<file path="src/rtl/fpm_pkg.sv">
// fpm package
// widths, operation and state encodings, and the packed structs shared by
// the mantissa alignment/normalization unit and its testbench

`default_nettype none

package fpm_pkg;

	// mantissa register is built from byte slices
	localparam int NSLICE = 5;

	typedef logic signed [7:0] exp_t;

	// two's-complement fraction, top bit is the sign
	typedef logic [NSLICE*8-1:0] mant_t;

	typedef logic [7:0] byte_t;

	// shift count, 0 to 40
	typedef logic [5:0] cnt_t;

	typedef enum logic {
		FOP_NORM,
		FOP_ALIGN
	} fop_t;

	typedef enum logic [1:0] {
		S_IDLE,
		S_SHIFT,
		S_DONE
	} seq_state_t;

	// broadcast to every slice, valid for one cycle
	typedef struct packed {
		logic load;
		logic shl;
		logic shr;
		logic fill;
	} slice_ctl_t;

	typedef struct packed {
		logic z;
		logic m;
		logic v;
		logic c;
	} fpm_flags_t;

endpackage

`default_nettype wire

</file>
<file path="src/rtl/fpm_slice.sv">
// fpm mantissa slice
// one byte of the mantissa register; loads, or shifts one place left or
// right taking the neighbor bit at the open end

`timescale 1ns/1ps
`default_nettype none

module fpm_slice (
	input wire logic f2strob,
	input wire logic M55_6,
	input wire fpm_pkg::slice_ctl_t ctl,
	input wire fpm_pkg::byte_t load_byte,
	input wire logic lo_in,
	input wire logic hi_in,
	output fpm_pkg::byte_t q
);

	import fpm_pkg::*;

	byte_t q_nx;

	// load wins over the shifts
	always_comb begin
		q_nx = q;
		if (ctl.load) begin
			q_nx = load_byte;
		end else if (ctl.shl) begin
			q_nx = {q[6:0], lo_in};
		end else if (ctl.shr) begin
			q_nx = {hi_in, q[7:1]};
		end
	end

	always_ff @(posedge f2strob or negedge M55_6) begin
		if (!M55_6) begin
			q <= '0;
		end else begin
			q <= q_nx;
		end
	end

endmodule

`default_nettype wire

</file>
<file path="src/rtl/fpm_seq.sv">
// fpm sequencer
// exponent register, difference adder with saturating shift counter and the
// control FSM that steps the mantissa slices through a normalize or an align

`timescale 1ns/1ps
`default_nettype none

module fpm_seq (
	input wire logic f2strob,
	input wire logic M55_6,
	input wire logic start,
	input wire fpm_pkg::fop_t op,
	input wire fpm_pkg::exp_t exp_in,
	input wire fpm_pkg::exp_t exp_ref,
	input wire logic sign_in,
	input wire logic norm_stop,
	input wire logic mant_zero,
	output fpm_pkg::slice_ctl_t slice_ctl,
	output fpm_pkg::exp_t exp_out,
	output logic busy,
	output logic done,
	output logic range_err
);

	import fpm_pkg::*;

	// full mantissa width, anything beyond shifts out only sign bits
	localparam cnt_t MAX_SHIFT = cnt_t'($bits(mant_t));
	localparam exp_t EXP_MIN = exp_t'(8'h80);

	seq_state_t state;
	seq_state_t state_nx;
	fop_t op_q;
	logic sign_q;
	cnt_t cnt;
	cnt_t cnt_ld;
	exp_t exp_q;
	logic signed [8:0] diff;

	logic accept;
	logic in_norm;
	logic in_align;
	logic at_floor;
	logic shift_l;
	logic shift_r;
	logic underflow;
	logic zero_stop;
	logic finish;

	// exp_ref - exp_in, one bit wider so it cannot wrap
	assign diff = $signed({exp_ref[7], exp_ref}) - $signed({exp_in[7], exp_in});

	always_comb begin
		if (diff[8]) begin
			cnt_ld = '0;
		end else if (diff > $signed({3'b000, MAX_SHIFT})) begin
			cnt_ld = MAX_SHIFT;
		end else begin
			cnt_ld = cnt_t'(diff[5:0]);
		end
	end

	assign accept = (state == S_IDLE) && start;
	assign in_norm = (state == S_SHIFT) && (op_q == FOP_NORM);
	assign in_align = (state == S_SHIFT) && (op_q == FOP_ALIGN);

	// exponent cannot take another decrement
	assign at_floor = (exp_q == EXP_MIN);

	assign shift_l = in_norm && !norm_stop && !at_floor;
	assign underflow = in_norm && !norm_stop && at_floor;
	assign zero_stop = in_norm && norm_stop && mant_zero;
	assign shift_r = in_align && (cnt != '0);

	assign finish = (in_norm && (norm_stop || at_floor)) || (in_align && (cnt == '0));

	always_comb begin
		state_nx = state;
		case (state)
			S_IDLE: begin
				if (start) begin
					state_nx = S_SHIFT;
				end
			end
			S_SHIFT: begin
				if (finish) begin
					state_nx = S_DONE;
				end
			end
			default: begin
				state_nx = S_IDLE;
			end
		endcase
	end

	always_ff @(posedge f2strob or negedge M55_6) begin
		if (!M55_6) begin
			state <= S_IDLE;
		end else begin
			state <= state_nx;
		end
	end

	// operation and sign are held for the whole operation
	always_ff @(posedge f2strob or negedge M55_6) begin
		if (!M55_6) begin
			op_q <= FOP_NORM;
			sign_q <= 1'b0;
		end else if (accept) begin
			op_q <= op;
			sign_q <= sign_in;
		end
	end

	always_ff @(posedge f2strob or negedge M55_6) begin
		if (!M55_6) begin
			cnt <= '0;
		end else if (accept) begin
			cnt <= cnt_ld;
		end else if (shift_r) begin
			cnt <= cnt - cnt_t'(1);
		end
	end

	always_ff @(posedge f2strob or negedge M55_6) begin
		if (!M55_6) begin
			exp_q <= '0;
		end else if (accept) begin
			exp_q <= (op == FOP_NORM) ? exp_in : exp_ref;
		end else if (underflow || zero_stop) begin
			exp_q <= '0;
		end else if (shift_l) begin
			exp_q <= exp_q - exp_t'(1);
		end
	end

	// negative align difference or normalize underflow
	always_ff @(posedge f2strob or negedge M55_6) begin
		if (!M55_6) begin
			range_err <= 1'b0;
		end else if (accept) begin
			range_err <= (op == FOP_ALIGN) && diff[8];
		end else if (underflow) begin
			range_err <= 1'b1;
		end
	end

	// underflow reloads the slices, the top feeds zero bytes while busy
	assign slice_ctl = '{
		load: accept || underflow,
		shl: shift_l,
		shr: shift_r,
		fill: shift_r && sign_q
	};

	assign exp_out = exp_q;
	assign busy = (state != S_IDLE);
	assign done = (state == S_DONE);

endmodule

`default_nettype wire

</file>
<file path="src/rtl/fpm_collect.sv">
// fpm result collector
// joins the slice bytes into the mantissa, reports normalization status,
// keeps the align sticky bit and captures the flags at completion

`timescale 1ns/1ps
`default_nettype none

module fpm_collect #(
	parameter int n_slice = fpm_pkg::NSLICE
) (
	input wire logic f2strob,
	input wire logic M55_6,
	input wire fpm_pkg::byte_t [n_slice-1:0] slice_q,
	input wire fpm_pkg::slice_ctl_t slice_ctl,
	input wire logic done,
	input wire logic range_err,
	output fpm_pkg::mant_t mant_out,
	output logic norm_stop,
	output logic mant_zero,
	output fpm_pkg::fpm_flags_t flags
);

	import fpm_pkg::*;

	localparam int MSB = $bits(mant_t) - 1;

	logic sticky;
	fpm_flags_t flags_now;
	fpm_flags_t flags_q;

	// slice 0 is the low byte
	assign mant_out = slice_q;

	assign mant_zero = (mant_out == '0);

	// normalized once sign and next bit differ
	assign norm_stop = mant_zero || (mant_out[MSB] != mant_out[MSB-1]);

	// bit 0 of the bottom slice falls off on every right shift
	always_ff @(posedge f2strob or negedge M55_6) begin
		if (!M55_6) begin
			sticky <= 1'b0;
		end else if (slice_ctl.load) begin
			sticky <= 1'b0;
		end else if (slice_ctl.shr) begin
			sticky <= sticky | slice_q[0][0];
		end
	end

	assign flags_now = '{
		z: mant_zero,
		m: mant_out[MSB],
		v: range_err,
		c: sticky
	};

	always_ff @(posedge f2strob or negedge M55_6) begin
		if (!M55_6) begin
			flags_q <= '0;
		end else if (done) begin
			flags_q <= flags_now;
		end
	end

	// live during the done cycle, held copy afterwards
	assign flags = done ? flags_now : flags_q;

endmodule

`default_nettype wire

</file>
<file path="src/rtl/fpm_top.sv">
// fpm top level
// floating-point mantissa alignment and normalization unit: sequencer,
// byte-sliced mantissa register and result collector

`timescale 1ns/1ps
`default_nettype none

module fpm_top #(
	parameter int n_slice = fpm_pkg::NSLICE
) (
	input wire logic f2strob,
	input wire logic M55_6,
	input wire logic start,
	input wire fpm_pkg::fop_t op,
	input wire fpm_pkg::exp_t exp_in,
	input wire fpm_pkg::exp_t exp_ref,
	input wire fpm_pkg::mant_t mant_in,
	output logic busy,
	output logic done,
	output fpm_pkg::exp_t exp_out,
	output fpm_pkg::mant_t mant_out,
	output fpm_pkg::fpm_flags_t flags
);

	import fpm_pkg::*;

	slice_ctl_t slice_ctl;
	byte_t [n_slice-1:0] slice_q;
	logic norm_stop;
	logic mant_zero;
	logic range_err;

	fpm_seq i_fpm_seq (
		.f2strob(f2strob),
		.M55_6(M55_6),
		.start(start),
		.op(op),
		.exp_in(exp_in),
		.exp_ref(exp_ref),
		.sign_in(mant_in[$bits(mant_t)-1]),
		.norm_stop(norm_stop),
		.mant_zero(mant_zero),
		.slice_ctl(slice_ctl),
		.exp_out(exp_out),
		.busy(busy),
		.done(done),
		.range_err(range_err)
	);

	generate
		for (genvar i = 0; i < n_slice; i++) begin : g_slice
			byte_t load_byte;
			logic lo_in;
			logic hi_in;

			// zero bytes for the reload after an underflow
			assign load_byte = busy ? '0 : mant_in[i*8 +: 8];

			if (i == 0) begin : g_lo_end
				assign lo_in = slice_ctl.fill;
			end else begin : g_lo_chain
				assign lo_in = slice_q[i-1][7];
			end

			if (i == n_slice - 1) begin : g_hi_end
				assign hi_in = slice_ctl.fill;
			end else begin : g_hi_chain
				assign hi_in = slice_q[i+1][0];
			end

			fpm_slice i_fpm_slice (
				.f2strob(f2strob),
				.M55_6(M55_6),
				.ctl(slice_ctl),
				.load_byte(load_byte),
				.lo_in(lo_in),
				.hi_in(hi_in),
				.q(slice_q[i])
			);
		end
	endgenerate

	fpm_collect #(
		.n_slice(n_slice)
	) i_fpm_collect (
		.f2strob(f2strob),
		.M55_6(M55_6),
		.slice_q(slice_q),
		.slice_ctl(slice_ctl),
		.done(done),
		.range_err(range_err),
		.mant_out(mant_out),
		.norm_stop(norm_stop),
		.mant_zero(mant_zero),
		.flags(flags)
	);

endmodule

`default_nettype wire

</file>
<file path="config.mk">
export PLATFORM = sky130hd
export DESIGN_NAME = fpm_top
export DESIGN_NICKNAME = d
export VERILOG_FILES = /design/src/rtl/fpm_pkg.sv /design/src/rtl/fpm_slice.sv /design/src/rtl/fpm_seq.sv /design/src/rtl/fpm_collect.sv /design/src/rtl/fpm_top.sv
export SDC_FILE = /design/constraint.sdc
export NUM_CORES = 1
export LEC_CHECK = 0
export ABC_AREA = 0
export CORE_MARGIN = 10
export CORE_UTILIZATION = 64
export DETAILED_ROUTE_END_ITERATION = 8
export DONT_BUFFER_PORTS = 1
export PLACE_DENSITY = 0.87
export SETUP_SLACK_MARGIN = 0.5
export SLEW_MARGIN = 10
export SYNTH_ARGS = -nofsm -noshare
export SYNTH_HDL_FRONTEND = slang
export SYNTH_SLANG_ARGS = --single-unit
</file>
<file path="constraint.sdc">
create_clock -name f2strob -period 4.95 [get_ports f2strob]
set_input_delay 0.99 -clock f2strob [delete_from_list [all_inputs] [get_ports f2strob]]
set_output_delay 0.99 -clock f2strob [all_outputs]
set_load 0.05 [all_outputs]
</file>
### Word level (Yosys, flattened, before mapping)

Cells that the tools add are included.
Widths: inputs -> output; s select.

| word-level totals | value |
|---|---|
| word-level logic and storage cells | 95 |
| output and inout bits | 54 |
| bits of input ports | 60 |
| bits in registers | 64 |

| cells by class | value |
|---|---|
| $lt $le $gt $ge | 1 |
| eq/ne operators | 6 |
| reductions and logical operators | 31 |
| multiplexer cells | 36 |
| $add $sub $neg | 3 |
| bitwise operators | 2 |

Operators by type and width:

| operator | count |
|---|---|
| $mux 8 | 24 |
| $logic_not 40->1 | 1 |
| $mux 6 | 4 |
| $logic_and 1x1->1 | 13 |
| $gt 9x7->1 const B | 1 |
| $sub 8x8->9 | 1 |
| $eq 8x8->1 const B | 1 |
| $reduce_bool 2->1 | 4 |
| $sub 8x2->8 const B | 1 |
| $logic_not 6->1 | 1 |
| $reduce_bool 3->1 | 2 |
| $reduce_bool 6->1 | 1 |
| $sub 6x1->6 const B | 1 |
| $logic_or 1x1->1 | 5 |
| $mux 1 | 4 |
| $mux 2 | 2 |
| $mux 4 | 1 |
| $pmux 2 s2 | 1 |
| $eq 2x1->1 const B | 1 |
| $eq 2x2->1 const B | 1 |
| $logic_not 1->1 | 2 |
| $logic_not 2->1 | 1 |
| $ne 2x1->1 const B | 1 |
| $ne 2x2->1 const B | 1 |
| other kinds (4) | 4 |

### Depth between registers and ports, before layout

| depth | value |
|---|---|
| depth in word-level cells | 8 |
| depth in mapped cells | 10 |
| gate-level depth less buffers | 10 |

### Hierarchy

Synthesis repeated with hierarchy kept, for this count alone.

| second synthesis, totals | value |
|---|---|
| cells, all modules | 540 |
| area total of the unflattened synthesis | 4978.5 um^2 |

By module, submodules not included:

| module | area an instance (um^2) | instances | sequential area each (um^2) | cells an instance |
|---|---|---|---|---|
| fpm_slice | 441.7 | 5 | 200.2 | 42 |
| fpm_seq | 1788.0 | 1 | 475.5 | 214 |
| fpm_collect | 626.9 | 1 | 125.1 | 72 |
| fpm_top | 355.3 | 1 | 0.0 | 44 |

### Worst setup path after synthesis

OpenSTA, ideal clock, no wires.

| timing | value |
|---|---|
| path kind | register -> output |
| from | register g_slice[4].i_fpm_slice.q[6] |
| to | output port flags[3] (netlist bit) |
| slack | 1968 ps |
| path buffers | 0 |
| stages on the path, launching flop included | 7 |
| required time | 3960 ps |
| data arrival time | 1992 ps |
| cell sequence | dfrtp_1 > inv_1 > ha_1 > nor4b_1 > and4_2 > and3_1 > mux2_2 |

RTL lines:

| item | RTL line | text |
|---|---|---|
| start: declaration | fpm_slice.sv:15 | `output fpm_pkg::byte_t q` |
| start signal: assignment | fpm_slice.sv:38 | `q <= q_nx;` |
| end: declaration | fpm_top.sv:22 | `output fpm_pkg::fpm_flags_t flags` |

### Final worst setup path

| timing | value |
|---|---|
| from | register g_slice[4].i_fpm_slice.q[6] |
| to | register i_fpm_seq.exp_q[3] (netlist: i_fpm_seq.exp_out[3]) |

| between the ends | value |
|---|---|
| word-level cells in the longest chain between the ends | 8 |
| elaborated cells between the ends (all ways) | 13 |
| classes of those cells | eq/ne (1); mux (2); reduce/logical (10) |

Ends and longest elaborated chain:

| item | RTL line | text |
|---|---|---|
| $logic_not 40->1 or $ne 1x1->1 (tied branches) | fpm_collect.sv:34, fpm_collect.sv:37 |  |
| $logic_or 1x1->1 | fpm_collect.sv:37 | `assign norm_stop = mant_zero \|\| (mant_out[MSB] != mant_out[MSB-1]);` |
| $logic_not 1->1 | fpm_seq.sv:70, fpm_seq.sv:71 |  |
| $logic_and 1x1->1 | fpm_seq.sv:70, fpm_seq.sv:71 |  |
| $logic_and 1x1->1 | fpm_seq.sv:71 | `assign underflow = in_norm && !norm_stop && at_floor;` |
| $logic_or 1x1->1 | fpm_seq.sv:130 | `end else if (underflow \|\| zero_stop) begin` |
| $mux 8 | fpm_seq.sv:130 |  |
| $mux 8 | fpm_seq.sv:128 | `end else if (accept) begin` |
| end signal: assignment | fpm_seq.sv:129 | `exp_q <= (op == FOP_NORM) ? exp_in : exp_ref;` |
| end signal: assignment | fpm_seq.sv:133 | `exp_q <= exp_q - exp_t'(1);` |
| end: declaration | fpm_seq.sv:37 | `exp_t exp_q;` |

Parallel ways exist; a longest one is shown, timed or not.
A chain may end at the register's enable or synchronous reset.

==> impl_metrics.csv <==
group,metric,value,unit
cells_and_area,most-common-layout-cells,"o21ai_0, nand2_1, dfrtp_1",
power,p_leak,1.79,nW
place,gp_congestion,0.872,
clocking,cts_root_buffer,"clkbuf_8",
logic_synthesis,syn_avg_cell_area,8.75,µm²
setup_path,worst_ep_arrival_time,4040,ps
floorplan,fp.dieH,101,µm
logic_synthesis,syn_nets,548,
timing,hold_viol,0,
cells_and_area,fin_nets,526,
timing,worst_pin_slew,844,ps
routing,drt-wirelength-per-cell,21.9,µm
grt,overflow,0,
floorplan,fp.dieW,101,µm
logic_synthesis,ys_seq_area_share,38.6,%
routing,wl_met2,5780,µm
routing,num_vias,3712,
clocking,cts_tree,"built",
cells_and_area,diodes,0,
timing,rsz0062_at_grt,"false",
setup_path,cp-start-kind,"flip-flop",
routing,wl_met1,4410,µm
timing,finalMaxSlewViolations,0,
setup_path,reg2regPathDepth,8,
clocking,cts_resized,0,
status,outcome,"finished, final reports clean",
timing,setup_viol,0,
logic_synthesis,synth_area,4150,µm²
grt,track_usage,22.6,%
routing,drc_errors,0,
clocking,cts.sinks,64,
clocking,cts_setup_buffers,0,
clocking,cts.reportedPaths.clkPinSlew,70,ps
place,place_hpwl,8540,µm
timing,finalSetupTns,0,ps
setup_path,end_kind,"flip-flop",
routing,dr_wl_met3,1280,µm
clocking,clkLatencyLatePin,350,ps
routing,drtPass1Iterations,5,
cells_and_area,area_delta_synth_final,2.89,%
cells_and_area,drive_above_1_share,9.43,%
logic_synthesis,yosys_warnings,0,
place,place_area,4080,µm²
floorplan,die-area,10100,µm²
routing,ant_nets,0,
clocking,numCtsBuffers,9,
cells_and_area,layout_commonest_cell,"o21ai_0",
logic_synthesis,synth_seq_cells,64,
setup_path,crit_fanout,25,
grt,grt_pass1_wl,18600,µm
floorplan,core-area,6310,µm²
floorplan,start_util,65.7,%
floorplan,ios,114,
clocking,cts_hold_buf,0,
floorplan,num_rows,29,
setup_path,crit_start,"g_slice[4].i_fpm_slice.q[6]$_DFFE_PN0P_",
power,pwr_density_cell,882,nW/µm²
grt,antenna_found_initial,0,
timing,max_freq,263,MHz
timing,finalWorstPathRequiredPeriod,3810,ps
routing,drt-total-wl,11700,µm
routing,drt-initial-drc-count,412,
cells_and_area,design_area,4270,µm²
logic_synthesis,synthCells,474,
hold_path,holdCritPathClass,"in2async",
power,ir_drop,667,µV
clocking,htreeDepth,3,
logic_synthesis,async_reset_ff_share,100,%
grt,grt_pass1_vias,3586,
clocking,cts.path.max_buffers,2,
power,finalPower,0.00377,W
place,port_buffers,0,
setup_path,worstSetupPathType,"reg2reg",
timing,hold-worst-slack,329,ps
timing,fin_crit_sh,76.9,%
logic_synthesis,synthFlopType,"dfrtp_1",
logic_synthesis,synth_edf_count,0,
routing,highest-signal-layer,"met4",
grt,grt_max_degree,65,
setup_path,r2r-start,"g_slice[4].i_fpm_slice.q[6]$_DFFE_PN0P_",
timing,relSlewSlack,43.7,%
routing,vias_per_cell,6.96,
setup_path,required,5180,ps
run,drv_cap,0,
logic_synthesis,synth_cell_types,56,
timing,worst_clock_skew,8.79,ps
==> sequential cells by signal, summed over array words and instances, names as in the netlist <==
register and flops:
g_slice.i_fpm_slice.q 40, i_fpm_collect.flags_q 4, i_fpm_collect.sticky 1, i_fpm_seq.cnt 6, i_fpm_seq.exp_out 8, i_fpm_seq.op_q 1, i_fpm_seq.range_err 1, i_fpm_seq.sign_q 1
i_fpm_seq.state 2
==> final cells by class <==
cell class / instances / area, µm²
timing repair buffer: 7 / 52.6
clock buffer: 11 / 141
clock inverter: 4 / 45.0
sequential: 64 / 1600
fill: 517 / 2040
inverter: 20 / 75.1
tap: 77 / 96.3
multi-input combinational: 350 / 2260
==> routing by layer <==
metal / global-route usage (%) / up-vias
li1: - / 1709
met1: 26.4 / 1772
met2: 37.4 / 208
met3: 8.02 / 23
met4: 8.15 / 0
met5: 0 / -
==> power by group <==
part	switching (W)	internal, W	total, W	leakage [nW]
Combinational	0.000948	0.000612	0.00156	0.882
Clock	0.000202	0.000241	0.000443	0.0989
Sequential	0.00100	0.000760	0.00176	0.806
==> path summary, 6_finish.rpt <==
check / endpoint / slack, ps
max reg2reg: i_fpm_seq.exp_out[3]$_DFFE_PN0P_ / 1140
min: i_fpm_collect.flags_q[0]$_DFF_PN0_ / 330
max: i_fpm_seq.exp_out[3]$_DFFE_PN0P_ / 1140
max in group asynchronous: g_slice[2].i_fpm_slice.q[7]$_DFFE_PN0P_ / 4530
min in group f2strob: i_fpm_seq.range_err$_DFFE_PN0N_ / 530
min reg2reg: i_fpm_seq.range_err$_DFFE_PN0N_ / 530
==> critical path: stages (launching register included) <==
cell      delay [ps]
dfrtp_1          720
inv_1            160
ha_1             360
or4b_1           820
buf_4            350
nor2_2           460
nand2b_1         250
and2_4           220
a221o_1          340
==> synthesized netlist by cell type (4+ instances only) <==
master	n	area, µm²
dfrtp_1	64	1600
a211oi_1	4	30.0
buf_4	8	60.1
nor2_1	13	48.8
a221oi_1	22	193
mux2_2	4	45.0
nand3b_1	5	37.5
o21ai_1	21	105
buf_2	7	35.0
nand2b_1	5	31.3
nor3_1	6	30.0
ha_1	13	163
nand3_1	10	50.1
nor4_1	8	50.1
buf_6	4	45.0
o21ai_0	68	340
clkbuf_1	20	75.1
a21oi_1	22	110
a31oi_1	4	25.0
a221o_1	18	180
inv_1	20	75.1
nand2_1	67	251
xnor2_1	7	61.3
==> cells by family after synthesis <==
logic type	count (synthesis)	share of synthesized area, %
xor gates and xnor gates	10	2.11
muxes	6	1.57
AOI/OAI and AO/OA	184	29.5
adders and majority gates	14	4.40
buffers and inverters	60	7.09
and+or+nand+nor	136	16.8
DFF	64	38.6
==> stage by stage <==
stage	utilization, %	std cells	setup WS (ps)
after floorplan	-	474	1970
after global placement	64.7	518	1350
after detailed placement	64.7	518	1250
after CTS	67.6	533	1200
after global routing	67.6	533	899
final	67.6	533	1140
Note: power is estimated with default switching activity, not from simulation.
